$ cat src/include/ooo_defs.svh
`ifndef OOO_DEFS_SVH
`define OOO_DEFS_SVH

// datapath width
`define OOO_XLEN 32

// architectural registers and their index width
`define OOO_NREGS 32
`define OOO_REG_W 5

// reorder buffer size, tag is its index
`define OOO_ROB_DEPTH 8
`define OOO_TAG_W 3

// entries per reservation station
`define OOO_RS_DEPTH 4

// multiplier pipeline stages
`define OOO_MUL_LATENCY 3

`endif

$ cat src/source/ooo_pkg.sv
`default_nettype none

package ooo_pkg;

    // opcodes seen by rename, stations and units
    // op_li passes its immediate through on src1
    typedef enum logic [2:0] {
        op_add,
        op_sub,
        op_xor,
        op_li,
        op_mul
    } fu_op_t;

    // reorder buffer entry life cycle
    // stations reuse empty/busy for slot tracking
    typedef enum logic [1:0] {
        st_empty,
        st_busy,
        st_done
    } ent_state_t;

endpackage

`default_nettype wire

$ cat src/source/func_unit.sv
`timescale 1ns/10ps
`default_nettype none

`include "ooo_defs.svh"

module func_unit #(
    parameter int LATENCY = 1
) (
    input  wire logic                   clk,
    input  wire logic                   rst,
    input  wire logic                   issue_valid,
    input  wire ooo_pkg::fu_op_t        issue_op,
    input  wire logic [`OOO_TAG_W-1:0]  issue_tag,
    input  wire logic [`OOO_XLEN-1:0]   issue_a,
    input  wire logic [`OOO_XLEN-1:0]   issue_b,
    output logic                        issue_ready,
    output logic                        res_valid,
    output logic [`OOO_TAG_W-1:0]       res_tag,
    output logic [`OOO_XLEN-1:0]        res_data,
    input  wire logic                   grant
);

    logic [LATENCY-1:0]    stg_v;
    logic [`OOO_TAG_W-1:0] stg_t [LATENCY];
    logic [`OOO_XLEN-1:0]  stg_d [LATENCY];
    logic [`OOO_XLEN-1:0]  result;
    logic                  hold;

    // result waiting for the bus freezes everything behind it
    assign hold        = stg_v[LATENCY-1] && !grant;
    assign issue_ready = !hold;

    always_comb begin
        case (issue_op)
            ooo_pkg::op_add: result = issue_a + issue_b;
            ooo_pkg::op_sub: result = issue_a - issue_b;
            ooo_pkg::op_xor: result = issue_a ^ issue_b;
            ooo_pkg::op_li:  result = issue_a;
            // low half of the product
            ooo_pkg::op_mul: result = issue_a * issue_b;
            default:         result = '0;
        endcase
    end

    always_ff @(posedge clk) begin
        if (rst) begin
            stg_v <= '0;
        end else if (!hold) begin
            stg_v[0] <= issue_valid;
            for (int i = 1; i < LATENCY; i++) begin
                stg_v[i] <= stg_v[i-1];
            end
        end
    end

    always_ff @(posedge clk) begin
        if (!hold) begin
            stg_t[0] <= issue_tag;
            stg_d[0] <= result;
            for (int i = 1; i < LATENCY; i++) begin
                stg_t[i] <= stg_t[i-1];
                stg_d[i] <= stg_d[i-1];
            end
        end
    end

    assign res_valid = stg_v[LATENCY-1];
    assign res_tag   = stg_t[LATENCY-1];
    assign res_data  = stg_d[LATENCY-1];

endmodule

`default_nettype wire

$ cat config.mk
export PLATFORM = sky130hd
export DESIGN_NAME = func_unit
export DESIGN_NICKNAME = d
export VERILOG_FILES = /design/src/source/ooo_pkg.sv /design/src/source/func_unit.sv
export VERILOG_INCLUDE_DIRS = /design/src /design/src/include
export SDC_FILE = /design/constraint.sdc
export NUM_CORES = 1
export LEC_CHECK = 0
export ABC_AREA = 0
export BUFFER_PORTS_ARGS = -buffer_cell sky130_fd_sc_hd__buf_4
export CAP_MARGIN = 10
export CORE_UTILIZATION = 35
export CTS_CLUSTER_DIAMETER = 100
export CTS_CLUSTER_SIZE = 28
export DETAILED_ROUTE_END_ITERATION = 16
export PLACE_DENSITY = 0.52
export SYNTH_ARGS = -nofsm -noshare
export SYNTH_HDL_FRONTEND = slang
export SYNTH_SLANG_ARGS = --single-unit
$ cat constraint.sdc
create_clock -name clk -period 9.14 [get_ports clk]
set_clock_uncertainty 0.2 [all_clocks]
set_input_delay 1.828 -clock clk [delete_from_list [all_inputs] [get_ports clk]]
set_output_delay 1.828 -clock clk [all_outputs]
set_load 0.01 [all_outputs]
==> results by group <==
Layout
  – Share of cells above drive strength 1: 0.0973
  – Area of all placed cells without fillers: 0.0223 mm²
  – Area delta synth->final: 11.1%
  – Nets: 2,987
  – Non-filler cells, final: 3,092

Synthesis
  – Async set-reset flop share out of synthesis: 0
  – Post-synthesis cell area: 0.0201 mm²
  – Share of the yosys chip area belonging to registers: 0.0534
  – Post-synthesis net count: 2,895
  – Synth top area cells: sky130_fd_sc_hd__fa_1 41%, sky130_fd_sc_hd__ha_1 11%, sky130_fd_sc_hd__and2_1 9.5%
  – Number of storage elements in the synthesis netlist: 36
  – Dominant cell type by area after synthesis: sky130_fd_sc_hd__fa_1
  – Area share of the largest cell type after synthesis: 0.408
  – Post-Syn Instances: 2,241
  – Dominant register cell in the synthesized netlist: sky130_fd_sc_hd__edfxtp_1
  – EDFF count, synth: 35
  – Synth warnings: 0
  – Cell variety after synth: 62
  – Mean cell area of the mapped netlist: 8.96 µm²

Route
  – Number of remaining DRC errors: 0
  – Number of iterations in the first detailed-routing pass: 5
  – Detailed Route Iter0 Violations: 947
  – Vias: 15,700
  – Number of nets with antenna violations after detailed routing: 0
  – Average detailed-routed wire length per instance: 21.4 µm
  – Number of vias per cell: 5.09
  – Total detailed-routing wirelength: 66,300 µm

CTS
  – Clock Sinks: 36
  – Number of levels the H-tree was split into: 2
  – Library cell used as clock root buffer: sky130_fd_sc_hd__clkbuf_16
  – Num CTS Buffers: 5
  – Largest buffer count on any clock path: 2
  – Post-CTS setup repair buffer count: 0
  – Clock tree from TritonCTS: built
  – Hold buffer count at CTS: 0
  – Clock slew seen by the registers of the worst setup and hold paths: 0.07 ns
  – Clock latency on the worst-skew pair: 0.29 ns
  – Post-CTS Resized: 0

Worst setup path
  – Logic depth of the worst register-to-register path: 1
  – Critical Path End Type: flop
  – CP max-delay cell: sky130_fd_sc_hd__fa_1
  – R2r endpoint: stg_d[0][7]
  – Crit path required time: 8.94 ns
  – FF-to-FF setup slack: 7.52 ns
  – Crit path kind: input pin to flop
  – Arr. time, crit path: 8.68 ns
  – Max incr delay on CP: 0.61 ns
  – R2r startpoint: res_valid
  – CP Max Fanout: 12
  – Cell breakdown of the critical path: buf_4 > buf_4 > and2_1 > fa_1 > fa_1 > fa_1 > inv_1 > fa_1 > inv_1 > fa_1 > fa_1 > fa_1 > fa_1 > ha_1 > nand4_1 > nor2_1 > a211o_1 > a31o_1 > a2111o_1 > a41oi_2 > xnor2_1 > o221ai_2
  – Critical Path Most Common Cell: sky130_fd_sc_hd__fa_1
  – Startpoint kind of the worst setup timing path: input pin

Min path
  – Hold Path End: res_valid
  – Cell depth of the worst min-delay path: 2
  – Hold Crit Start: res_valid
  – Classification of the worst-slack hold path: flop to flop

Floorplanning
  – Count of boundary I/O pins: 111
  – Die footprint: 0.0583 mm²
  – DIE WIDTH: 241 µm
  – Std-Cell Core Area: 0.0565 mm²
  – Die Height: 241 µm
  – Placement Rows: 87
  – Initial standard-cell utilization of the core: 0.355

Timing
  – Min setup slack post-route: 0.266 ns
  – FMAX: 0.113 GHz
  – Final setup violation count: 0
  – Number of endpoints with negative hold slack in the final report: 0
  – Actual transition at the worst max-transition pin: 1.36 ns
  – Unrepaired setup endpoints after global routing: no
  – Headroom to the max-slew limit: 0.0917
  – Part of the cycle the worst path needs: 0.971
  – Post-layout minimum cycle time: 8.87 ns
  – Max Slew Vio Count: 0
  – Hold Worst Slack: 1.02 ns

Job
  – Number of maximum-capacitance constraint violations: 0

Placed design
  – RePlAce Congestion: 0.949
  – Worst setup timing slack at the placement stage: -0.0115 ns
  – Half-perimeter wire length after placement: 56,100 µm
  – Number of input and output port buffers inserted: 110
  – Area after detailed placement: 0.0221 mm²
  – DP Cell Count: 3,082

Global route
  – Maximum number of pins on one net before global-route repair: 38
  – Antenna violations before repair: 5
  – Global route overflow: 0
  – Wire length of the first global-routing pass: 102,000 µm
  – Number of global-route vias before repair: 16,800
  – Combined global-route utilization of all metal layers: 0.236

Outcome
  – Run status: completed
==> sequential cells by signal (all words and copies together) (netlist names) <==
register and cells:
res_valid 1, stg_d 32, stg_t 3
==> how the worst max path moves through the flow <==
stage                         endpoint  cells after the start  slack [ns]   startpoint
after floorplan           stg_d[0][31]                     25        0.14  issue_a[12]
after global placement    stg_d[0][31]                     22        0.06   issue_b[5]
after detailed placement  stg_d[0][31]                     22       -0.01   issue_b[5]
after CTS                 stg_d[0][31]                     22        0.29   issue_b[5]
after global routing      stg_d[0][28]                     25       0.009   issue_b[2]
final                     stg_d[0][31]                     22        0.27   issue_b[5]
==> synth_stat cells, types with 9 or more instances <==
| master | instances |
|---|---|
| sky130_fd_sc_hd__fa_1 | 409 |
| sky130_fd_sc_hd__inv_1 | 400 |
| sky130_fd_sc_hd__and2_1 | 305 |
| sky130_fd_sc_hd__nand2_1 | 249 |
| sky130_fd_sc_hd__ha_1 | 171 |
| sky130_fd_sc_hd__clkbuf_1 | 117 |
| sky130_fd_sc_hd__xnor2_1 | 104 |
| sky130_fd_sc_hd__a21oi_1 | 68 |
| sky130_fd_sc_hd__xor2_1 | 46 |
| sky130_fd_sc_hd__o21ai_0 | 44 |
| sky130_fd_sc_hd__nor2_1 | 40 |
| sky130_fd_sc_hd__edfxtp_1 | 35 |
| sky130_fd_sc_hd__nand2b_1 | 22 |
| sky130_fd_sc_hd__a21o_1 | 20 |
| sky130_fd_sc_hd__nor3_1 | 18 |
| sky130_fd_sc_hd__o21a_1 | 17 |
| sky130_fd_sc_hd__mux2i_1 | 15 |
| sky130_fd_sc_hd__or3_1 | 13 |
| sky130_fd_sc_hd__o221ai_1 | 12 |
| sky130_fd_sc_hd__o31ai_1 | 12 |
| sky130_fd_sc_hd__nand3_1 | 11 |
| sky130_fd_sc_hd__nor2b_1 | 11 |
| sky130_fd_sc_hd__and3_1 | 9 |
==> routing by layer <==
metal	routed length, µm	up-vias	global-route usage
met5	23	-	0
met4	2400	4	0.0727
li1	-	7072	-
met3	4410	100	0.0395
met2	31800	488	0.399
met1	27700	8084	0.308
==> worst max-delay path: cells and delay by family <==
kind | cells | cell delay [ns]
adder cells (fa/ha/maj) | 9 | 4.36
AO/OA/AOI/OAI | 5 | 1.40
buffers and inverters | 4 | 0.44
AND/OR/NAND/NOR | 3 | 0.46
XOR/XNOR | 1 | 0.17
==> metrics by stage <==
stage / util / TNS (ns)
floorplan: - / 0
global placement: 0.392 / 0
CTS: 0.395 / 0
global route: 0.395 / 0
detailed placement: 0.392 / -0.0115
finish: 0.395 / 0
==> cell families after synthesis <==
logic type | Yosys count | synth area share
mux | 18 | 0.00916
compound gates | 233 | 0.0765
buf+inv | 521 | 0.0975
xor+xnor | 150 | 0.0655
flops | 36 | 0.0534
simple gates | 703 | 0.183
fa+ha+maj | 580 | 0.515
==> layout make-up <==
type	instances	area [µm²]
fill	5741	34200
multi-input combinational	1684	17000
timing repair buffer	206	1570
inverter	400	1500
sequential	36	1070
tap	756	946
clock buffer	6	139
clock inverter	2	15.0
antenna	2	5.00
==> layout by cell type, fill, tap and decap left out, types with 4 or more instances in the layout <==
cell type	Yosys	routed
sky130_fd_sc_hd__fa_1	409	409
sky130_fd_sc_hd__inv_1	400	400
sky130_fd_sc_hd__and2_1	305	305
sky130_fd_sc_hd__nand2_1	249	249
sky130_fd_sc_hd__buf_4	0	204
sky130_fd_sc_hd__ha_1	171	171
sky130_fd_sc_hd__xnor2_1	104	104
sky130_fd_sc_hd__a21oi_1	68	68
sky130_fd_sc_hd__xor2_1	46	46
sky130_fd_sc_hd__o21ai_0	44	44
sky130_fd_sc_hd__nor2_1	40	40
sky130_fd_sc_hd__edfxtp_1	35	35
sky130_fd_sc_hd__nand2b_1	22	21
sky130_fd_sc_hd__a21o_1	20	20
sky130_fd_sc_hd__nor3_1	18	18
sky130_fd_sc_hd__o21a_1	17	17
sky130_fd_sc_hd__mux2i_1	15	15
sky130_fd_sc_hd__or3_1	13	13
sky130_fd_sc_hd__o31ai_1	12	12
sky130_fd_sc_hd__o221ai_1	12	12
sky130_fd_sc_hd__nand3_1	11	11
sky130_fd_sc_hd__nor2b_1	11	11
sky130_fd_sc_hd__and3_1	9	9
sky130_fd_sc_hd__a31oi_1	7	7
sky130_fd_sc_hd__nand3b_1	7	7
sky130_fd_sc_hd__o211ai_1	7	7
sky130_fd_sc_hd__o31a_1	6	6
sky130_fd_sc_hd__a211oi_1	5	5
sky130_fd_sc_hd__a22oi_1	5	5
sky130_fd_sc_hd__clkbuf_16	0	5
sky130_fd_sc_hd__or4_1	4	4
sky130_fd_sc_hd__nand4_1	4	4
sky130_fd_sc_hd__o21bai_1	4	4
Power is not shown: default switching activity piles up to over one toggle a cycle in this logic, so the estimate is an artifact.
