==> src/include/ooo_defs.svh <==
`ifndef OOO_DEFS_SVH
`define OOO_DEFS_SVH

// datapath width
`define OOO_XLEN 32

// architectural registers and their index width
`define OOO_NREGS 32
`define OOO_REG_W 5

// reorder buffer size, tag is its index
`define OOO_ROB_DEPTH 8
`define OOO_TAG_W 3

// entries per reservation station
`define OOO_RS_DEPTH 4

// multiplier pipeline stages
`define OOO_MUL_LATENCY 3

`endif

==> src/source/ooo_pkg.sv <==
`default_nettype none

package ooo_pkg;

    // opcodes seen by rename, stations and units
    // op_li passes its immediate through on src1
    typedef enum logic [2:0] {
        op_add,
        op_sub,
        op_xor,
        op_li,
        op_mul
    } fu_op_t;

    // reorder buffer entry life cycle
    // stations reuse empty/busy for slot tracking
    typedef enum logic [1:0] {
        st_empty,
        st_busy,
        st_done
    } ent_state_t;

endpackage

`default_nettype wire

==> src/source/res_station.sv <==
`timescale 1ns/10ps
`default_nettype none

`include "ooo_defs.svh"

module res_station #(
    parameter int DEPTH = `OOO_RS_DEPTH
) (
    input  wire logic                   clk,
    input  wire logic                   rst,
    input  wire logic                   disp_valid,
    input  wire ooo_pkg::fu_op_t        disp_op,
    input  wire logic [`OOO_TAG_W-1:0]  disp_tag,
    input  wire logic                   src1_rdy,
    input  wire logic [`OOO_XLEN-1:0]   src1_val,
    input  wire logic [`OOO_TAG_W-1:0]  src1_tag,
    input  wire logic                   src2_rdy,
    input  wire logic [`OOO_XLEN-1:0]   src2_val,
    input  wire logic [`OOO_TAG_W-1:0]  src2_tag,
    output logic                        rs_afull,
    input  wire logic                   cdb_valid,
    input  wire logic [`OOO_TAG_W-1:0]  cdb_tag,
    input  wire logic [`OOO_XLEN-1:0]   cdb_data,
    input  wire logic                   issue_ready,
    output logic                        issue_valid,
    output ooo_pkg::fu_op_t             issue_op,
    output logic [`OOO_TAG_W-1:0]       issue_tag,
    output logic [`OOO_XLEN-1:0]        issue_a,
    output logic [`OOO_XLEN-1:0]        issue_b
);

    localparam int IW = (DEPTH > 1) ? $clog2(DEPTH) : 1;

    ooo_pkg::ent_state_t   slot [DEPTH];
    ooo_pkg::fu_op_t       op   [DEPTH];
    logic [`OOO_TAG_W-1:0] tag  [DEPTH];
    logic                  r1   [DEPTH];
    logic [`OOO_XLEN-1:0]  v1   [DEPTH];
    logic [`OOO_TAG_W-1:0] t1   [DEPTH];
    logic                  r2   [DEPTH];
    logic [`OOO_XLEN-1:0]  v2   [DEPTH];
    logic [`OOO_TAG_W-1:0] t2   [DEPTH];
    // older[i][j] set when entry i was loaded before entry j
    logic [DEPTH-1:0]      older [DEPTH];

    logic [DEPTH-1:0]      rdy_vec;
    logic [IW-1:0]         free_idx;
    logic [IW:0]           free_cnt;
    logic [IW-1:0]         sel;
    logic                  any_rdy;
    logic                  blocked;

    always_comb begin
        free_idx = '0;
        free_cnt = '0;
        sel      = '0;
        any_rdy  = 1'b0;
        // lowest empty slot
        for (int i = DEPTH - 1; i >= 0; i--) begin
            rdy_vec[i] = (slot[i] == ooo_pkg::st_busy) && r1[i] && r2[i];
            if (slot[i] == ooo_pkg::st_empty) begin
                free_idx = IW'(i);
                free_cnt = free_cnt + 1'b1;
            end
        end
        // oldest ready: nothing older is also ready
        for (int i = 0; i < DEPTH; i++) begin
            blocked = 1'b0;
            for (int j = 0; j < DEPTH; j++) begin
                if (rdy_vec[j] && older[j][i]) begin
                    blocked = 1'b1;
                end
            end
            if (rdy_vec[i] && !blocked) begin
                sel     = IW'(i);
                any_rdy = 1'b1;
            end
        end
    end

    // registered dispatch means one more may already be on its way
    assign rs_afull    = (free_cnt < 2);
    assign issue_valid = any_rdy && issue_ready;
    assign issue_op    = op[sel];
    assign issue_tag   = tag[sel];
    assign issue_a     = v1[sel];
    assign issue_b     = v2[sel];

    always_ff @(posedge clk) begin
        if (rst) begin
            for (int i = 0; i < DEPTH; i++) begin
                slot[i] <= ooo_pkg::st_empty;
            end
        end else begin
            // wakeup on matching broadcast
            for (int i = 0; i < DEPTH; i++) begin
                if ((slot[i] == ooo_pkg::st_busy) && cdb_valid) begin
                    if (!r1[i] && (t1[i] == cdb_tag)) begin
                        r1[i] <= 1'b1;
                        v1[i] <= cdb_data;
                    end
                    if (!r2[i] && (t2[i] == cdb_tag)) begin
                        r2[i] <= 1'b1;
                        v2[i] <= cdb_data;
                    end
                end
            end
            if (issue_valid) begin
                slot[sel] <= ooo_pkg::st_empty;
            end
            if (disp_valid) begin
                slot[free_idx] <= ooo_pkg::st_busy;
                op[free_idx]   <= disp_op;
                tag[free_idx]  <= disp_tag;
                t1[free_idx]   <= src1_tag;
                t2[free_idx]   <= src2_tag;
                // also catch a broadcast during the dispatch cycle
                r1[free_idx] <= src1_rdy || (cdb_valid && (cdb_tag == src1_tag));
                v1[free_idx] <= src1_rdy ? src1_val : cdb_data;
                r2[free_idx] <= src2_rdy || (cdb_valid && (cdb_tag == src2_tag));
                v2[free_idx] <= src2_rdy ? src2_val : cdb_data;
                // every entry already held is older than the new one
                for (int j = 0; j < DEPTH; j++) begin
                    older[free_idx][j] <= 1'b0;
                    older[j][free_idx] <= (slot[j] == ooo_pkg::st_busy);
                end
            end
        end
    end

endmodule

`default_nettype wire

==> config.mk <==
export PLATFORM = sky130hd
export DESIGN_NAME = res_station
export DESIGN_NICKNAME = d
export VERILOG_FILES = /design/src/source/ooo_pkg.sv /design/src/source/res_station.sv
export VERILOG_INCLUDE_DIRS = /design/src /design/src/include
export SDC_FILE = /design/constraint.sdc
export NUM_CORES = 1
export LEC_CHECK = 0
export ABC_AREA = 1
export BUFFER_PORTS_ARGS = -buffer_cell sky130_fd_sc_hd__buf_2
export CAP_MARGIN = 20
export CORE_MARGIN = 2
export CORE_UTILIZATION = 40
export CTS_BUF_LIST = sky130_fd_sc_hd__clkbuf_8 sky130_fd_sc_hd__clkbuf_16
export CTS_CLUSTER_DIAMETER = 120
export DETAILED_ROUTE_END_ITERATION = 12
export PLACE_DENSITY = 0.58
export RECOVER_POWER = 25
export SLEW_MARGIN = 15
export SYNTH_ARGS = -nofsm -noshare
export SYNTH_HDL_FRONTEND = slang
export SYNTH_SLANG_ARGS = --single-unit
==> constraint.sdc <==
create_clock -name clk -period 10.2 [get_ports clk]
set_input_delay 2.04 -clock clk [delete_from_list [all_inputs] [get_ports clk]]
set_output_delay 2.04 -clock clk [all_outputs]
set_load 0.02 [all_outputs]
==> results.tsv <==
stage	metric	value	unit
placed_design	dp_slack	4.310	ns
timing	setup_viol	0	
synthesis	synthXorXnorAreaFrac	0.9754	%
placed_design	globalplace.congestion	0.8461	
synthesis	syn_area	0.01616	mm2
cts	cts_tree	built	
timing	fmax	0.1411	GHz
die	die_height	205.0	um
pwr	p_per_area	176.3	mW/mm2
synthesis	avgSynthCellArea	10.10	um2
synthesis	synth_top_family_by_area	compound AO/OA/AOI/OAI gates	
cts	cts_setup_buffers	0	
layout	syn_to_final_growth	14.62	%
worst_setup_path	rr_startpoint	slot[3]	
hold_path	hp-class	reg -> reg	
layout	num_antenna_cells	0	
drt	routed_wl	48.39	mm
cts	clkLatencyLatePin	0.52	ns
worst_setup_path	worstRegToRegCells	7	
worst_setup_path	critPathMaxFanout	83	
drt	ant_nets	0	
synthesis	synth-seq-cells	332	
timing	post-route-min-period	7.087	ns
worst_setup_path	path_delay_family	buffers and inverters	
global_routing	grt_max_degree	104	
synthesis	synth_compound_area_share	16.14	%
timing	fin_ws	3.113	ns
synthesis	synth_fa_ha_area_share	0.3096	%
die	die_w	205.0	um
die	start_util	40.59	%
worst_setup_path	cp-end-kind	flop	
worst_setup_path	worstSetupStartpointType	input pin	
pwr	peakVddDrop	0.1250	mV
synthesis	synthMuxAreaShare	3.963	%
synthesis	synth-seq-area-share	60.94	%
die	core-area	0.03982	mm2
timing	max_slew_margin	-156.1	%
layout	final_nets	1865	
drt	vias_per_cell	5.500	
hold_path	min_from	r2[1]	
layout	drive_above_1_share	14.79	%
worst_setup_path	crit_chain	clkbuf_1 -> inv_1 -> nand2_1 -> nor2_1 -> nand2_1 -> clkbuf_1 -> o21ai_0	
cts	cts_root_buffer	clkbuf_16	
cts	ctsHoldBuffers	0	
cts	clkTransAtPathRegs	0.06	ns
timing	rsz0062_at_grt	false	
worst_setup_path	critPathMaxStageDelay	2.77	ns
worst_setup_path	required	10.24	ns
synthesis	synth_simple_gate_area_share	11.78	%
worst_setup_path	timing.rr.end	v1[2][31]	
worst_setup_path	critPathSlowestCell	clkbuf_1	
placed_design	dp_hpwl	28.42	mm
cts	cts_made_buffers	37	
drt	dr.pass1.iters	5	
synthesis	synth_cells	1601	
global_routing	grt_pass1_vias	12096	
drt	wl_per_cell	21.08	um
timing	drv_slew	302	
die	die-area	0.04203	mm2
global_routing	grt_overflow	0	
layout	post-route-util	46.52	%
worst_setup_path	ff2ff_setup_slack	4.35	ns
layout	seqCellArea	0.009849	mm2
drt	drtIter0Drc	1008	
timing	finClkSkew	0.02250	ns
global_routing	grt_usage	22.80	%
run_status	violations	capacitance limit, slew limit	
placed_design	placed_cell_area	0.01746	mm2
timing	finalCritPeriodShare	69.48	%
synthesis	synthesis.nets	1723	
layout	fillers	3796	
placed_design	io_buffers	189	
cts	cts_sinks	332	
layout	multiInputGateArea	0.005379	mm2
hold_path	holdPathEnd	r2[1]	
global_routing	antenna_found_initial	2	
drt	drcViolationCount	0	
timing	setup_tns	0	ns
die	pin_count	190	
worst_setup_path	worst-setup-path-type	in -> reg	
die	num_rows	73	
hold_path	hold_depth	1	
synthesis	synth_warnings	0	
cts	cts_resized	0	
cts	cts_buffer_depth	3	
worst_setup_path	worst-path-buf-inv	3	
drt	via_count	12627	
synthesis	ys_types	38	
timing	tightestPinTransition	3.841	ns
timing	hold_violations	0	
cts	cts-htree-levels	2	
job	maxCapViolCount	6	
run_status	status	finished with violations	
pwr	leakagePower	7.549	nW
layout	final_area	0.01853	mm2
global_routing	grt_first_pass_wirelength	71.66	mm
worst_setup_path	arrival	7.13	ns
-- registers in the layout, indices dropped and copies added, names as in the netlist --
register	cells
op	12
v1	128
older	16
slot	4
t1	12
r1	4
v2	128
r2	4
tag	12
t2	12
-- layout by cell type, fill, tap and decap left out, types with 2 or more instances in the layout --
cell	count
a211oi_1	3
a21oi_1	147
buf_2	175
buf_4	16
bufinv_16	2
clkbuf_1	19
clkbuf_16	39
clkinv_1	8
clkinv_2	10
dfxtp_1	12
edfxtp_1	320
ha_1	4
inv_1	113
mux2i_1	64
nand2_1	317
nand2_2	4
nand2_4	2
nand3_1	9
nand4_1	16
nor2_1	103
nor2_4	3
nor3_1	7
nor4_1	3
o21ai_0	251
o21ai_1	17
o21ai_4	2
o22a_1	4
o22ai_1	71
xnor2_1	15
xor2_1	3
-- cell usage after synthesis (all sizes together) --
| cell type | number | area [um2] |
|---|---|---|
| o21ai | 270 | 1351 |
| nor2 | 106 | 417.9 |
| a211oi | 3 | 22.52 |
| o22ai | 71 | 444.2 |
| dfxtp | 12 | 240.2 |
| a21oi | 147 | 739.5 |
| edfxtp | 320 | 9609 |
| clkinv | 2 | 7.510 |
| ha | 4 | 50.05 |
| mux2i | 64 | 640.6 |
| nand3 | 10 | 55.05 |
| nor3 | 8 | 50.05 |
| nand2 | 323 | 1240 |
| inv | 107 | 401.6 |
| nor4 | 3 | 18.77 |
| or2 | 2 | 15.02 |
| xor2 | 3 | 26.28 |
| a31o | 1 | 8.760 |
| buf | 47 | 314.0 |
| conb | 1 | 3.750 |
| xnor2 | 15 | 131.4 |
| o21bai | 1 | 7.510 |
| nand4 | 16 | 100.1 |
| o22a | 4 | 35.03 |
| clkbuf | 60 | 225.2 |
| nor3b | 1 | 7.510 |
-- report_power, final --
part | switching, mW | total [mW] | internal, mW | leakage, nW
Clock | 0.537 | 1.29 | 0.749 | 0.608
Combinational | 0.262 | 0.379 | 0.117 | 3.92
Sequential | 0.0340 | 1.60 | 1.57 | 3.02
-- final cells by class --
| type | instances | area share [%] |
|---|---|---|
| multi-input combinational | 1053 | 29.03 |
| clock buffer | 40 | 5.342 |
| sequential | 332 | 53.16 |
| tap | 525 | 3.546 |
| clock inverter | 27 | 0.9387 |
| inverter | 109 | 2.215 |
| timing repair buffer | 210 | 5.761 |
-- worst max path at each step --
stage	cells past startpoint	startpoint	to	slack, ns
3_3_place_gp	11	slot[1]	issue_a[2]	4.33
3_5_place_dp	11	slot[0]	issue_a[2]	4.31
5_1_grt	7	rst	v1[2][31]	2.68
4_1_cts	11	slot[0]	issue_a[11]	3.73
6_report	7	rst	v1[2][31]	3.11
2_1_floorplan	4	cdb_valid	v2[1][0]	4.91
-- per-layer routing --
layer  routed length, um  global-route usage (%)  vias up
met5                  11                       0        -
met4                1319                   7.066        2
met3                3318                   3.245       89
met2               23040                   37.91      500
met1               20700                   30.90     6066
li1                    -                       -     5970
-- per-stage QoR --
step	cells	power (mW)	hold WS, ns
after detailed placement	2229	2.010	0.5184
after global placement	2229	2.004	0.5150
after floorplan	1601	1.860	0.4904
after global routing	2296	3.380	0.5659
final	2296	3.266	0.5387
after CTS	2296	3.282	0.5360
-- kinds of logic (layout without fill, tap and decap cells) --
| kind of cell | after synthesis | after routing |
|---|---|---|
| muxes | 64 | 64 |
| DFF | 332 | 332 |
| and+or+nand+nor | 469 | 469 |
| buffers and inverters | 216 | 386 |
| xor gates and xnor gates | 18 | 18 |
| other | 1 | 1 |
| adders and majority gates | 4 | 4 |
| AOI/OAI and AO/OA | 497 | 497 |
(Power assumes the default switching activity.)
