--- config.mk ---
export PLATFORM = sky130hd
export DESIGN_NAME = rat_arf
export DESIGN_NICKNAME = d
export VERILOG_FILES = /design/src/source/ooo_pkg.sv /design/src/source/rat_arf.sv
export VERILOG_INCLUDE_DIRS = /design/src /design/src/include
export SDC_FILE = /design/constraint.sdc
export NUM_CORES = 2
export LEC_CHECK = 0
export BUFFER_PORTS_ARGS = -buffer_cell sky130_fd_sc_hd__buf_2
export CORE_ASPECT_RATIO = 0.9
export CORE_MARGIN = 10
export CORE_UTILIZATION = 45
export DETAILED_ROUTE_END_ITERATION = 10
export GPL_TIMING_DRIVEN = 0
export PLACE_DENSITY = 0.73
export SYNTH_ARGS = -nofsm -noshare
export SYNTH_HDL_FRONTEND = slang
export SYNTH_SLANG_ARGS = --single-unit
--- constraint.sdc ---
create_clock -name clk -period 4.3 [get_ports clk]
set_input_delay 0.43 -clock clk [delete_from_list [all_inputs] [get_ports clk]]
set_output_delay 0.43 -clock clk [all_outputs]
set_load 0.02 [all_outputs]
--- src/include/ooo_defs.svh ---
`ifndef OOO_DEFS_SVH
`define OOO_DEFS_SVH

// datapath width
`define OOO_XLEN 32

// architectural registers and their index width
`define OOO_NREGS 32
`define OOO_REG_W 5

// reorder buffer size, tag is its index
`define OOO_ROB_DEPTH 8
`define OOO_TAG_W 3

// entries per reservation station
`define OOO_RS_DEPTH 4

// multiplier pipeline stages
`define OOO_MUL_LATENCY 3

`endif

--- src/source/ooo_pkg.sv ---
`default_nettype none

package ooo_pkg;

    // opcodes seen by rename, stations and units
    // op_li passes its immediate through on src1
    typedef enum logic [2:0] {
        op_add,
        op_sub,
        op_xor,
        op_li,
        op_mul
    } fu_op_t;

    // reorder buffer entry life cycle
    // stations reuse empty/busy for slot tracking
    typedef enum logic [1:0] {
        st_empty,
        st_busy,
        st_done
    } ent_state_t;

endpackage

`default_nettype wire

--- src/source/rat_arf.sv ---
`timescale 1ns/10ps
`default_nettype none

`include "ooo_defs.svh"

module rat_arf (
    input  wire logic                   clk,
    input  wire logic                   rst,
    input  wire logic                   instr_valid,
    input  wire ooo_pkg::fu_op_t        instr_op,
    input  wire logic [`OOO_REG_W-1:0]  instr_rd,
    input  wire logic [`OOO_REG_W-1:0]  instr_rs1,
    input  wire logic [`OOO_REG_W-1:0]  instr_rs2,
    input  wire logic [`OOO_XLEN-1:0]   instr_imm,
    output logic                        stall,
    input  wire logic [`OOO_TAG_W-1:0]  rob_tail,
    input  wire logic                   rob_afull,
    input  wire logic                   alu_afull,
    input  wire logic                   mul_afull,
    output logic [`OOO_TAG_W-1:0]       look1_tag,
    output logic [`OOO_TAG_W-1:0]       look2_tag,
    input  wire logic                   look1_done,
    input  wire logic [`OOO_XLEN-1:0]   look1_val,
    input  wire logic                   look2_done,
    input  wire logic [`OOO_XLEN-1:0]   look2_val,
    input  wire logic                   cdb_valid,
    input  wire logic [`OOO_TAG_W-1:0]  cdb_tag,
    input  wire logic [`OOO_XLEN-1:0]   cdb_data,
    input  wire logic                   commit_valid,
    input  wire logic [`OOO_REG_W-1:0]  commit_rd,
    input  wire logic [`OOO_XLEN-1:0]   commit_data,
    input  wire logic [`OOO_TAG_W-1:0]  commit_tag,
    output logic                        disp_any,
    output logic                        disp_alu_valid,
    output logic                        disp_mul_valid,
    output ooo_pkg::fu_op_t             disp_op,
    output logic [`OOO_REG_W-1:0]       disp_rd,
    output logic [`OOO_TAG_W-1:0]       disp_tag,
    output logic                        src1_rdy,
    output logic [`OOO_XLEN-1:0]        src1_val,
    output logic [`OOO_TAG_W-1:0]       src1_tag,
    output logic                        src2_rdy,
    output logic [`OOO_XLEN-1:0]        src2_val,
    output logic [`OOO_TAG_W-1:0]       src2_tag
);

    // per register: committed value, ready flag, newest producer tag
    logic [`OOO_XLEN-1:0]  reg_data [`OOO_NREGS];
    logic                  reg_rdy  [`OOO_NREGS];
    logic [`OOO_TAG_W-1:0] reg_tag  [`OOO_NREGS];

    logic                  accept;
    logic                  is_mul;
    logic [`OOO_XLEN:0]    res1;
    logic [`OOO_XLEN:0]    res2;

    // {ready, value} for one source register
    function automatic logic [`OOO_XLEN:0] resolve(
        input logic [`OOO_REG_W-1:0] rs,
        input logic                  done,
        input logic [`OOO_XLEN-1:0]  lval
    );
        logic [`OOO_TAG_W-1:0] t;
        t = reg_tag[rs];
        if (reg_rdy[rs]) begin
            resolve = {1'b1, reg_data[rs]};
        end else if (cdb_valid && (cdb_tag == t)) begin
            // broadcast in this very cycle
            resolve = {1'b1, cdb_data};
        end else if (done) begin
            resolve = {1'b1, lval};
        end else if (commit_valid && (commit_tag == t)) begin
            // rob entry already freed, file not yet written
            resolve = {1'b1, commit_data};
        end else begin
            resolve = {1'b0, {`OOO_XLEN{1'b0}}};
        end
    endfunction

    assign is_mul = (instr_op == ooo_pkg::op_mul);
    // afull flags already leave room for the packet in flight
    assign stall  = rob_afull || (is_mul ? mul_afull : alu_afull);
    assign accept = instr_valid && !stall;

    assign look1_tag = reg_tag[instr_rs1];
    assign look2_tag = reg_tag[instr_rs2];

    always_comb begin
        res1 = resolve(instr_rs1, look1_done, look1_val);
        res2 = resolve(instr_rs2, look2_done, look2_val);
        // li: immediate on src1, src2 unused
        if (instr_op == ooo_pkg::op_li) begin
            res1 = {1'b1, instr_imm};
            res2 = {1'b1, {`OOO_XLEN{1'b0}}};
        end
    end

    always_ff @(posedge clk) begin
        if (rst) begin
            for (int i = 0; i < `OOO_NREGS; i++) begin
                reg_data[i] <= '0;
                reg_rdy[i]  <= 1'b1;
                reg_tag[i]  <= '0;
            end
        end else begin
            // commit only counts if still the newest producer
            if (commit_valid && (commit_rd != '0) && (reg_tag[commit_rd] == commit_tag)) begin
                reg_data[commit_rd] <= commit_data;
                reg_rdy[commit_rd]  <= 1'b1;
            end
            // rename overrides a same-cycle commit
            if (accept && (instr_rd != '0)) begin
                reg_rdy[instr_rd] <= 1'b0;
                reg_tag[instr_rd] <= rob_tail;
            end
        end
    end

    // dispatch packet, one cycle after acceptance
    always_ff @(posedge clk) begin
        if (rst) begin
            disp_any       <= 1'b0;
            disp_alu_valid <= 1'b0;
            disp_mul_valid <= 1'b0;
        end else begin
            disp_any       <= accept;
            disp_alu_valid <= accept && !is_mul;
            disp_mul_valid <= accept && is_mul;
        end
    end

    always_ff @(posedge clk) begin
        if (accept) begin
            disp_op  <= instr_op;
            disp_rd  <= instr_rd;
            disp_tag <= rob_tail;
            src1_rdy <= res1[`OOO_XLEN];
            src1_val <= res1[`OOO_XLEN-1:0];
            src1_tag <= look1_tag;
            src2_rdy <= res2[`OOO_XLEN];
            src2_val <= res2[`OOO_XLEN-1:0];
            src2_tag <= look2_tag;
        end
    end

endmodule

`default_nettype wire

==> results.yml <==
placed_design:
  hpwl_mm: 173
  port_buffers: 283
  gp_congestion: 0.955
global_routing:
  grtUsageTotal: 0.300
  grt.overflow.total: 0
  grt_pass1_wl_mm: 346
  grt_pass1_vias: 45812
  grt_max_degree: 44
  antenna_found_initial: 24
worst_setup_path:
  max_stage_delay_ns: 0.88
  worst-path-stages: 13
  crit_chain: "buf_2 > buf_2 > nor2b_1 > clkbuf_1 > a22oi_1 > nand3_1 > o21ai_0 > nor2_1 > xnor2_1 > o31ai_4 > buf_2 > a221oi_1 > o31ai_1"
  timing.reg2reg.worst_path_depth: 9
  cp_num_buf_inv: 4
  r2r-start: "reg_tag[31][1]$_SDFFCE_PN0P_"
  end_kind: "register"
  r2r_slack_ns: -0.04
  cp.arrival_ns: 4.90
  crit_fanout: 10
  crit_family: "compound AO/OA/AOI/OAI gates"
  cp_common_cell: "buf_2"
  cpMaxStageDelayCell: "o31ai_4"
  crit_type: "in -> reg"
  reg2reg_to: "reg_data[14][25]$_SDFFCE_PN0P_"
  crit_required_ns: 4.81
  critPathLaunchType: "input port"
yosys:
  synthXorXnorAreaFrac: 0.00194
  yosys_warnings: 0
  synth_cell_types: 60
  yosys.area_share.simple: 0.129
  synth_edf_count: 1203
  synth.cell_area_sq_mm: 0.0670
  synthAdderAreaFrac: 0
  async_flop_share: 0
  syn_avg_cell_area_sq_um: 15.8
  ys_seq_area_frac: 0.550
  synth_mux_area_frac: 0.258
  syn_inst: 4228
  synth_ff_type: "edfxtp_1"
  ys_ff_latch: 1238
  synth_compound_area_frac: 0.0294
  synth_top_family_by_area: "multiplexers"
timing:
  fin_crit_ns: 4.39
  skew_ns: 0.0357
  slew_headroom: -0.0153
  fin_hold_ws_ns: 0.0251
  setup_viol: 21
  drv_slew: 11
  timing.final.crit_share: 1.02
  grt_setup_unrepaired: "yes"
  finalHoldViolCount: 0
  worst_slew_pin_slew_ns: 1.52
  setup_ws_ns: -0.0927
  max_freq_ghz: 0.228
die:
  io_pins: 295
  die-area_sq_mm: 0.165
  start_util: 0.452
  die_w_um: 427
  fp-row-count: 134
  die_h_um: 386
  core_sq_mm: 0.148
cells_and_area:
  fill_cells: 12013
  utilization: 0.515
  ff_latch_area_sq_mm: 0.0368
  fin_nets: 4943
  multi_input_area_sq_mm: 0.0283
  syn_to_final_growth_pct: 13.8
  drive_gt1_frac: 0.302
cts:
  clockBufferDepth: 3
  clock-sinks: 1238
  numCtsBuffers: 139
  h-tree-depth: 4
  cts_tree: "built"
  clk_pin_slew_ns: 0.06
  clk_latency_ns: 0.81
  cts-root-buf: "clkbuf_16"
pwr:
  ir_drop_mv: 0.333
  leakage_nw: 27.6
  power_density_mw_per_mm2: 384
worst_hold_path:
  hold_end: "reg_data[14][15]$_SDFFCE_PN0P_"
  whs_path_depth: 2
  hp-class: "in -> reg"
  min-delay-start: "commit_data[15]"
run:
  max_cap_violations: 1
status:
  violations: "max-capacitance violations, max-slew violations, negative setup slack"
  outcome: "finished, violations left"
routing:
  vias: 46087
  wl_per_cell_um: 36.7
  drc: 0
  drt-initial-drc-count: 7897
  via_per_inst: 6.74
  routed_wl_mm: 251
  final_antenna_net_count: 0
  drtPass1Iterations: 8
-- state kept, by name, indices dropped and copies added (netlist names), 3 cells and up --
| register | flops |
|---|---|
| src2_tag | 3 |
| src1_val | 32 |
| reg_tag | 96 |
| src1_tag | 3 |
| disp_op | 3 |
| disp_tag | 3 |
| src2_val | 32 |
| reg_rdy | 32 |
| disp_rd | 5 |
| reg_data | 1024 |
-- cells in the mapped netlist, drive strengths merged, types with 6 or more instances --
library cell  instances  area share
or2                  66      0.0062
and4b                 8      0.0012
mux2                 33      0.0055
nand2                69      0.0039
a221oi               67       0.010
dfxtp                35       0.010
xnor2                 7     0.00092
o22ai                34      0.0032
nor3                 21      0.0020
o32ai                31      0.0041
o32a                 17      0.0025
clkbuf              346       0.020
inv                   6     0.00034
and2               1092        0.10
a22oi                36      0.0040
and4                  9      0.0012
edfxtp             1203        0.54
mux2i               121       0.018
nand3                 7     0.00052
xor2                  7      0.0010
a21oi                 8     0.00060
nor2b                14      0.0013
buf                 122       0.011
mux4                697        0.23
nor2                 91      0.0051
nand2b                7     0.00065
nor4                 16      0.0039
o31ai                34      0.0038
-- metrics by stage --
| stage | setup TNS [ns] | std cells | instance area (sq um) | total power [mW] | setup slack, ns |
|---|---|---|---|---|---|
| floorplan | 0 | 4262 | 67100 | 16.0 | 0.895 |
| global placement | -788.28 | 6517 | 71000 | 17.3 | -1.94 |
| detailed placement | -569.72 | 6523 | 71100 | 17.3 | -1.07 |
| CTS | -0.0295 | 6810 | 76100 | 29.1 | -0.00891 |
| global route | -0.136 | 6818 | 76200 | 29.7 | -0.136 |
| finish | -0.516 | 6833 | 76200 | 29.3 | -0.0927 |
-- logic make-up (layout without fill, tap and decap cells) --
kind of cell | Yosys count | in the layout
and+or+nand+nor | 1411 | 1413
DFF | 1238 | 1238
muxes | 851 | 851
buffers and inverters | 475 | 1056
AOI/OAI and AO/OA | 238 | 238
xor gates and xnor gates | 14 | 14
other | 1 | 51
-- power breakdown --
part / internal, mW / switching (mW) / leakage [nW]
Combinational: 1.33 / 2.13 / 12.5
Clock: 6.79 / 5.22 / 2.14
Sequential: 13.6 / 0.202 / 12.9
Total: 21.7 / 7.56 / 27.6
-- layout by cell type, fill, tap and decap left out, drive strengths merged, types with 8 or more instances in the layout --
master       netlist  layout
edfxtp          1203    1203
and2            1092    1092
mux4             697     697
clkbuf           346     525
buf              122     410
mux2i            121     121
nor2              91      91
nand2             69      69
or2               66      68
a221oi            67      67
clkinv             1      45
dlygate4sd3        0      42
a22oi             36      36
dfxtp             35      35
conb               1      35
o22ai             34      34
o31ai             34      34
mux2              33      33
o32ai             31      31
nor3              21      21
o32a              17      17
diode              0      16
nor4              16      16
inv                6      15
nor2b             14      14
bufinv             0      11
and4               9       9
a21oi              8       8
and4b              8       8
-- worst max-delay path by stage --
stage / startpoint / end / slack, ns
6_report: instr_rs1[0] / src1_val[28]$_DFFE_PP_ / -0.09
5_1_grt: instr_rs1[0] / src1_val[28]$_DFFE_PP_ / -0.14
4_1_cts: reg_tag[31][1]$_SDFFCE_PN0P_ / reg_data[10][19]$_SDFFCE_PN0P_ / -0.009
3_5_place_dp: instr_rs2[1] / src2_val[0]$_SDFFCE_PP0P_ / -1.07
3_3_place_gp: instr_rs1[0] / src1_val[28]$_DFFE_PP_ / -1.94
2_1_floorplan: commit_rd[0] / reg_data[31][0]$_SDFFCE_PN0P_ / 0.89
-- per-layer routing --
metal  share of wire  wire length, um  vias to the layer above  global-route usage
li1                -                -                    17616                   -
met1            0.34            85000                    23433               0.374
met2            0.44           111000                     4177               0.446
met3            0.15            37300                      841               0.115
met4           0.069            17400                       20               0.175
met5         0.00050              126                        -                   0
-- layout make-up --
cell class	instances	area share
timing repair buffer	337	0.0262
antenna	16	0.000525
inverter	7	0.000377
tap	1972	0.0324
sequential	1238	0.483
clock inverter	69	0.00973
multi-input combinational	2551	0.372
clock buffer	176	0.0485
buffer	467	0.0274
-- what timing repair did --
| action | 4_1_cts | 5_1_grt |
|---|---|---|
| pin swaps | 0 | 4 |
| resized for setup | 29 | 32 |
| cloned | 0 | 2 |
| setup endpoints to repair | 546 | 344 |
| setup buffers | 0 | 4 |
| hold buffers | 42 | 0 |
| endpoints found under the hold margin | 44 | 0 |
(Power assumes the default switching activity.)
