**config.mk**
```make
export PLATFORM = sky130hd
export DESIGN_NAME = cdb_arbiter
export DESIGN_NICKNAME = d
export VERILOG_FILES = /design/src/source/cdb_arbiter.sv
export VERILOG_INCLUDE_DIRS = /design/src /design/src/include
export SDC_FILE = /design/constraint.sdc
export NUM_CORES = 1
export LEC_CHECK = 0
export ABC_AREA = 1
export BUFFER_PORTS_ARGS = -buffer_cell sky130_fd_sc_hd__buf_4
export CAP_MARGIN = 15
export CORE_UTILIZATION = 26
export CTS_CLUSTER_DIAMETER = 120
export DETAILED_ROUTE_END_ITERATION = 16
export HOLD_SLACK_MARGIN = 0.03
export PLACE_DENSITY = 0.81
export SYNTH_ARGS = -nofsm -noshare
export SYNTH_HDL_FRONTEND = slang
export SYNTH_SLANG_ARGS = --single-unit
```
**constraint.sdc**
```tcl
create_clock -name clk -period 1.47 [get_ports clk]
set_clock_uncertainty 0.15 [all_clocks]
set_input_delay 0.2205 -clock clk [delete_from_list [all_inputs] [get_ports clk]]
set_output_delay 0.2205 -clock clk [all_outputs]
set_load 0.02 [all_outputs]
```
**src/include/ooo_defs.svh**
```systemverilog
`ifndef OOO_DEFS_SVH
`define OOO_DEFS_SVH

// datapath width
`define OOO_XLEN 32

// architectural registers and their index width
`define OOO_NREGS 32
`define OOO_REG_W 5

// reorder buffer size, tag is its index
`define OOO_ROB_DEPTH 8
`define OOO_TAG_W 3

// entries per reservation station
`define OOO_RS_DEPTH 4

// multiplier pipeline stages
`define OOO_MUL_LATENCY 3

`endif

```
**src/source/cdb_arbiter.sv**
```systemverilog
`timescale 1ns/10ps
`default_nettype none

`include "ooo_defs.svh"

module cdb_arbiter (
    input  wire logic                   clk,
    input  wire logic                   rst,
    input  wire logic                   alu_valid,
    input  wire logic [`OOO_TAG_W-1:0]  alu_tag,
    input  wire logic [`OOO_XLEN-1:0]   alu_data,
    input  wire logic                   mul_valid,
    input  wire logic [`OOO_TAG_W-1:0]  mul_tag,
    input  wire logic [`OOO_XLEN-1:0]   mul_data,
    output logic                        alu_grant,
    output logic                        mul_grant,
    output logic                        cdb_valid,
    output logic [`OOO_TAG_W-1:0]       cdb_tag,
    output logic [`OOO_XLEN-1:0]        cdb_data
);

    // high when the multiplier was the last unit granted the bus
    logic last_mul;

    // alu wins when alone or when the multiplier had the last turn
    assign alu_grant = alu_valid && (!mul_valid || last_mul);
    assign mul_grant = mul_valid && !alu_grant;

    assign cdb_valid = alu_valid || mul_valid;
    assign cdb_tag   = alu_grant ? alu_tag : mul_tag;
    assign cdb_data  = alu_grant ? alu_data : mul_data;

    always_ff @(posedge clk) begin
        if (rst) begin
            last_mul <= 1'b0;
        end else if (alu_grant) begin
            last_mul <= 1'b0;
        end else if (mul_grant) begin
            last_mul <= 1'b1;
        end
    end

endmodule

`default_nettype wire

```
==> impl_metrics.tcl, run 1 <==
set metrics [dict create \
    drt-initial-drc-count 25 \
    cp-start-kind "register" \
    ys_warn_count 0 \
    numPortBuffers 111 \
    ys_seq_area_share_pct 3.35 \
    final.min_clock_period_ns 1.36 \
    rsz0062_at_grt "no" \
    internal_power_mw 0.331 \
    synth_top_cell_by_area "nand2_1" \
    drv_cap 0 \
    p_switching_mw 0.297 \
    drv_slew 0 \
    netlist.area_leader.share_pct 44.0 \
    wl_per_cell_um 10.9 \
    cts_setup_buffers 0 \
    cp_max_fo 36 \
    nets 307 \
    setup_tns_ns 0 \
    regMostFlops "last_mul" \
    ioPinCount 112 \
    holdWs_ns 0.336 \
    worstSetupEndpoint "mul_grant" \
    largestRegisters "last_mul (1)" \
    grt_usage_pct 21.8 \
    end_kind "output pin" \
    largest_reg_flops 1 \
    r2r-start "last_mul" \
    synth_cell_type_count 13 \
    async_flop_share_pct 0 \
    crit_path_start "last_mul" \
    wl_mm 2.81 \
    p_leak_nw 0.910 \
    outcome "complete, no violations" \
    power.total_mw 0.628 \
    synth_seq_cells 1 \
    max_freq_ghz 0.734 \
    reg2reg_to "last_mul" \
    n_antenna_cell 0 \
    synth.most_common_cell "nand2_1" \
    overflow 0 \
    synth_area_leaders "nand2_1 44%, nand3_1 29%, buf_2 5.0%, buf_6 3.8%, dfxtp_1 3.4%" \
    vias 1158 \
    dieHeight_um 49.9 \
    final_area_um2 1440 \
    num_rows 16 \
    max-vdd-ir-drop_v 0.000288 \
    worstSkewPairLatency_ns 0 \
    vias_per_cell 4.49 \
    setup_viol 0 \
    worstPathRequired_ns 1.10 \
    synth_top_flop_cell "dfxtp_1" \
    worstHoldPathType "input port to register" \
    power.density_nw_per_um2 436 \
    netlist_area_um2 597 \
    ctsResizeCount 0 \
    reg2reg_slack_ns 0.38 \
    hold_viol_final 0 \
    fin_cells 258 \
    drcViolationCount 0 \
    worstPathArrival_ns 0.99 \
    syn_area_per_cell_um2 4.77 \
    area_delta_synth_final_pct 141 \
    layout-drive-gt1-share_pct 51.5 \
    syn_nets 199 \
    synth_common_cells "70 x nand2_1, 35 x nand3_1, 6 x buf_2, 3 x inv_1" \
    post_dp_cell_area_um2 1440 \
    grt_max_degree 37 \
    drt_first_pass_iters 4 \
    core_um2 2060 \
    ctsHoldBuffers 0 \
    grt_pass1_vias 1031 \
    p_seq_share_pct 4.9 \
    final.period_utilization_pct 92.7 \
    pwr-share-clk_pct 0 \
    grt_pass1_wl_mm 4.40 \
    fp.dieW_um 49.9 \
    worst_slew_pin_slew_ns 0.206 \
    maxSlewHeadroom_pct 86.2 \
    initial_core_util_pct 28.9 \
    place.gp.congestion 0.746 \
    synth_edf_count 0 \
    path_class "register to output pin" \
    reg2regPathDepth 5 \
    clk_pin_slew_ns 0 \
    placedCellCount 258 \
    combPwrFrac_pct 95.1 \
    ant_nets 0 \
    syn_inst 125 \
    hpwl_mm 2.34 \
    grt_antenna_before_repair 0 \
    switching_share_pct 47.3 \
    dieArea_um2 2490 \
]
## per-layer routing
metal  GRT usage [%]  vias up  part of all wire (%)
met5               0        -                     0
met4               0        0                     0
met3            2.78        0                   8.7
met2            43.0       58                    54
met1            26.0      489                    37
li1                -      611                     -
## layout make-up
| cell class | count | area [um2] |
|---|---|---|
| tap | 27 | 33.8 |
| sequential | 1 | 20.0 |
| multi-input combinational | 111 | 490 |
| fill | 175 | 623 |
| timing repair buffer | 116 | 883 |
| inverter | 3 | 11.3 |
## logic make-up (layout without fill, tap and decap cells)
group | Yosys count | count (layout) | share of synthesized area [%]
buffers and inverters | 13 | 119 | 14.5
DFF | 1 | 1 | 3.35
AOI/OAI and AO/OA | 1 | 1 | 1.26
and+or+nand+nor | 110 | 110 | 80.9
## power by group through the flow
| stage | registers (mW) | logic (mW) | clock network (mW) |
|---|---|---|---|
| after floorplan | 0.0304 | 0.288 | 0 |
| after global placement | 0.0304 | 0.590 | 0 |
| after detailed placement | 0.0308 | 0.599 | 0 |
| after CTS | 0.0308 | 0.601 | 0 |
| after global routing | 0.0308 | 0.645 | 0 |
| final | 0.0307 | 0.597 | 0 |
## cells in the final DEF (no fill, tap or decap)
| master | instances |
|---|---|
| buf_12 | 1 |
| buf_4 | 115 |
| dfxtp_1 | 1 |
| inv_1 | 3 |
| nand2_1 | 70 |
| nand2_4 | 1 |
| nand2_8 | 1 |
| nand3_1 | 35 |
| nor2_1 | 2 |
| o21bai_1 | 1 |
| or2_2 | 1 |
## critical path, stage by stage (launching register included)
cell and delay (ns):
dfxtp_1 0.29, inv_1 0.08, nand2_4 0.09, nand2_8 0.18, inv_1 0.10, nor2_1 0.10
buf_4 0.15
## worst min path at each step
stage	from	to	slack, ns	cells past startpoint
after global placement	rst	last_mul	0.34	3
final	rst	last_mul	0.34	3
after floorplan	mul_valid	last_mul	0.23	2
after global routing	rst	last_mul	0.37	3
after CTS	rst	last_mul	0.34	3
after detailed placement	rst	last_mul	0.34	3
## metrics by stage
stage	worst slack (ns)	util, %
final	0.107	69.8
after CTS	0.0979	69.8
after detailed placement	0.0990	69.8
after global routing	0.0457	69.8
after global placement	0.126	69.8
after floorplan	0.114	-
No activity file was read; power rests on OpenSTA's default activity.
==> run 2: changes to the inputs <==
Settings changed: RECOVER_POWER from default to 25.
==> impl_metrics.tcl, run 2 (synthesis results as in run 1) <==
set metrics [dict create \
    cts_setup_buffers 0 \
    ctsHoldBuffers 0 \
    overflow 0 \
    vias_per_cell 4.51 \
    wl_per_cell_um 10.8 \
    critical_path.most_common_cell "inv_1" \
    initial_core_util_pct 28.9 \
    power.total_mw 0.620 \
    max_stage_delay_ns 0.29 \
    grt_pass1_vias 1031 \
    max-vdd-ir-drop_v 0.000287 \
    final.min_clock_period_ns 1.36 \
    wl_mm 2.80 \
    max_freq_ghz 0.736 \
    worstPathRequired_ns 1.10 \
    fp.dieW_um 49.9 \
    worstHoldPathType "input port to register" \
    end_kind "output pin" \
    ant_nets 0 \
    placedCellCount 258 \
    p_leak_nw 0.906 \
    setup_viol 0 \
    hold_viol_final 0 \
    cp_max_fo 36 \
    clk_pin_slew_ns 0 \
    num_rows 16 \
    drv_slew 0 \
    layout-drive-gt1-share_pct 51.5 \
    vias 1163 \
    grt_usage_pct 21.8 \
    place.gp.congestion 0.746 \
    final.period_utilization_pct 92.4 \
    rsz0062_at_grt "no" \
    hpwl_mm 2.34 \
    grt_pass1_wl_mm 4.40 \
    dieHeight_um 49.9 \
    largest_reg_flops 1 \
    worstPathArrival_ns 0.99 \
    final_common_cell "buf_4" \
    numPortBuffers 111 \
    pre_cts_slack_ns 0.0990 \
    power.density_nw_per_um2 435 \
    cp-start-kind "register" \
    holdWs_ns 0.336 \
    grt_max_degree 37 \
    critPathTopFamily "simple AND/OR/NAND/NOR gates" \
    maxSlewHeadroom_pct 86.3 \
    ctsResizeCount 0 \
    final_area_um2 1430 \
    nets 307 \
    worstSkewPairLatency_ns 0 \
    drv_cap 0 \
    fin_ws_ns 0.111 \
    largestRegisters "last_mul (1)" \
    fin_util_pct 69.2 \
    drt_first_pass_iters 4 \
    drt-initial-drc-count 25 \
    cp.buffers_inverters 3 \
    outcome "complete, no violations" \
    setup_tns_ns 0 \
    post_dp_cell_area_um2 1440 \
    fin_cells 258 \
    n_antenna_cell 0 \
    final_cell_mix "110 x buf_4, 70 x nand2_1, 35 x nand3_1" \
    dieArea_um2 2490 \
    ioPinCount 112 \
    regMostFlops "last_mul" \
    core_um2 2060 \
    path_cells "inv_1 > nand2_4 > nand2_8 > inv_1 > nor2_1 > buf_4" \
    area_delta_synth_final_pct 139 \
    drcViolationCount 0 \
    path_class "register to output pin" \
    worst_slew_pin_slew_ns 0.206 \
    cp_slowest_cell "dfxtp_1" \
    grt_antenna_before_repair 0 \
]
-- run 2: cell count changes in the layout (fill, tap and decap cells not counted) --
cell and delta:
buf_4 -5, clkbuf_2 +5
-- run 2: worst register-to-register path, cell delays in order (launching register included) --
cell and delay [ns]:
dfxtp_1 0.31, inv_1 0.07, nand2_4 0.10, nand2_8 0.15
inv_1 0.13, nor2_1 0.05
-- run 2: area by class of cell --
cell class / count / area [um2]
timing repair buffer: 116 / 871
tap: 27 / 33.8
inverter: 3 / 11.3
fill: 180 / 636
multi-input combinational: 111 / 490
sequential: 1 / 20.0
-- run 2: power breakdown --
group | switching (mW) | total, mW | internal [mW]
clock | 0 | 0 | 0
combinational | 0.295 | 0.590 | 0.294
sequential | 0.00103 | 0.0307 | 0.0297
-- run 2: final timing paths --
check,start,to,slack (ns),cells past startpoint
max,last_mul,mul_grant,0.11,6
min,rst,last_mul,0.34,3
max reg2reg,last_mul,last_mul,0.39,5
min reg2reg,last_mul,last_mul,0.38,2
-- run 2: per-layer routing --
layer	GRT usage, %	part of all wire [%]	up-vias
li1	-	-	611
met1	26.0	36	487
met2	43.0	55	65
met3	2.78	9.1	0
met4	0	0	0
met5	0	0	-
==> run 3: changes to the inputs <==
Settings changed: CORE_ASPECT_RATIO from default to 0.9, CORE_UTILIZATION 26 to 23, PLACE_DENSITY 0.81 to 0.76.
Clock period 1.47 ns to 1.2 ns, I/O delays scaled along.
==> impl_metrics.tcl, run 3 (synthesis results as in run 1) <==
set metrics [dict create \
    final_common_cell "buf_4" \
    register_area_um2 21.3 \
    dieHeight_um 50.3 \
    end_kind "output pin" \
    grt_usage_pct 20.4 \
    drv_cap 0 \
    num_rows 17 \
    dieArea_um2 2800 \
    overflow 0 \
    cp.buffers_inverters 3 \
    grt_antenna_before_repair 0 \
    max_stage_delay_ns 0.31 \
    critical_path.most_common_cell "nand2_2" \
    fillerInstances 180 \
    p_leak_nw 1.09 \
    path_cells "inv_2 > nand2_4 > nand2_8 > buf_12 > nand2_2 > nand2_2 > buf_6" \
    ctsHoldBuffers 0 \
    drv_slew 0 \
    final.min_clock_period_ns 1.31 \
    grt_pass1_vias 1144 \
    max-vdd-ir-drop_v 0.000358 \
    clk_pin_slew_ns 0 \
    outcome "complete, but fails checks" \
    worstPathRequired_ns 0.87 \
    area_delta_synth_final_pct 230 \
    hpwl_mm 2.33 \
    drt_first_pass_iters 4 \
    max_freq_ghz 0.760 \
    drcViolationCount 0 \
    grt_pass1_wl_mm 4.84 \
    layout-drive-gt1-share_pct 81.6 \
    initial_core_util_pct 24.4 \
    ant_nets 0 \
    worst_slew_pin_slew_ns 0.152 \
    place.gp.congestion 0.705 \
    n_antenna_cell 0 \
    fin_ws_ns -0.115 \
    wl_per_cell_um 12.4 \
    numPortBuffers 111 \
    cp_max_fo 6 \
    ioPinCount 112 \
    final.period_utilization_pct 110 \
    hold_viol_final 0 \
    failed_checks "setup timing" \
    vias 1274 \
    nets 320 \
    cp_slowest_cell "dfxtp_2" \
    vias_per_cell 4.68 \
    post_dp_cell_area_um2 1610 \
    drt-initial-drc-count 73 \
    multi_input_area_um2 722 \
    wl_mm 3.38 \
    setup_tns_ns -3.31 \
    worstHoldPathType "input port to register" \
    fp.dieW_um 55.7 \
    worstPathArrival_ns 0.98 \
    grt_busiest_layer "met2" \
    worstSkewPairLatency_ns 0 \
    final_cell_mix "85 x buf_4, 52 x nand2_2, 37 x buf_6" \
    power.density_nw_per_um2 534 \
    cp-start-kind "register" \
    core_um2 2450 \
    largest_reg_flops 1 \
    grt_max_degree 19 \
    grt_use_met1_pct 24.3 \
    setup_viol 37 \
    maxSlewHeadroom_pct 89.9 \
    use_met3_pct 4.64 \
    final_area_um2 1970 \
    critPathTopFamily "simple AND/OR/NAND/NOR gates" \
    largestRegisters "last_mul (1)" \
    grt_util_met2_pct 39.6 \
    rsz0062_at_grt "yes" \
    regMostFlops "last_mul" \
    path_class "register to output pin" \
]
-- run 3: cell count changes in the layout (fill, tap and decap cells not counted), moves of 2 or more --
cell       delta
nand2_4      +12
buf_12        +2
inv_1         -2
buf_4        -25
nand2_2      +52
clkbuf_2      -5
buf_6        +37
clkbuf_16     +2
nand2_1      -63
-- run 3: area by class of cell --
cell class,count,share of cell area [%]
well taps,28,1.78
repair buffers,128,59.8
multi-input cells,112,36.6
flip-flops and latches,1,1.08
inverters,3,0.698
-- run 3: tightest hold or removal path, cell delays in order --
cell and delay, ns:
buf_4 0.08, o21bai_1 0.09, nor2_1 0.04
-- run 3: routing by layer --
metal | share of wire (%) | vias up
li1 | - | 642
met1 | 36 | 574
met2 | 56 | 56
met3 | 8.3 | 2
met4 | 0.50 | 0
met5 | 0 | -
-- run 3: worst paths after layout --
path,startpoint,slack (ns),cells after the start,to
worst max register to register,last_mul,0.05,7,last_mul
worst min register to register,last_mul,0.44,3,last_mul
worst max-delay path,last_mul,-0.11,7,cdb_data[15]
worst min-delay path,rst,0.28,3,last_mul
-- run 3: where the power goes --
group	leakage [nW]	switching, mW	internal [mW]	total, mW
combinational	1.08	0.471	0.544	1.01
clock	0	0	0	0
sequential	0.00861	0.00152	0.0368	0.0384
total	1.09	0.473	0.580	1.05
-- run 3: stage by stage --
stage | util (%) | power [mW] | hold WS, ns | std cells | setup WS (ns)
3_5_place_dp | 65.7 | 0.849 | 0.297 | 267 | -0.164
6_report | 80.6 | 1.05 | 0.283 | 272 | -0.115
3_3_place_gp | 65.7 | 0.842 | 0.291 | 267 | -0.128
4_1_cts | 72.0 | 0.943 | 0.286 | 267 | -0.0814
2_1_floorplan | - | 0.430 | 0.185 | 125 | -0.00827
5_1_grt | 80.6 | 1.12 | 0.305 | 272 | -0.173
-- run 3: repair_timing --
action,4_1_cts,5_1_grt
resized for setup,48,39
cloned,0,3
pin swaps,0,2
buffers inserted,0,2
setup endpoints to repair,38,38
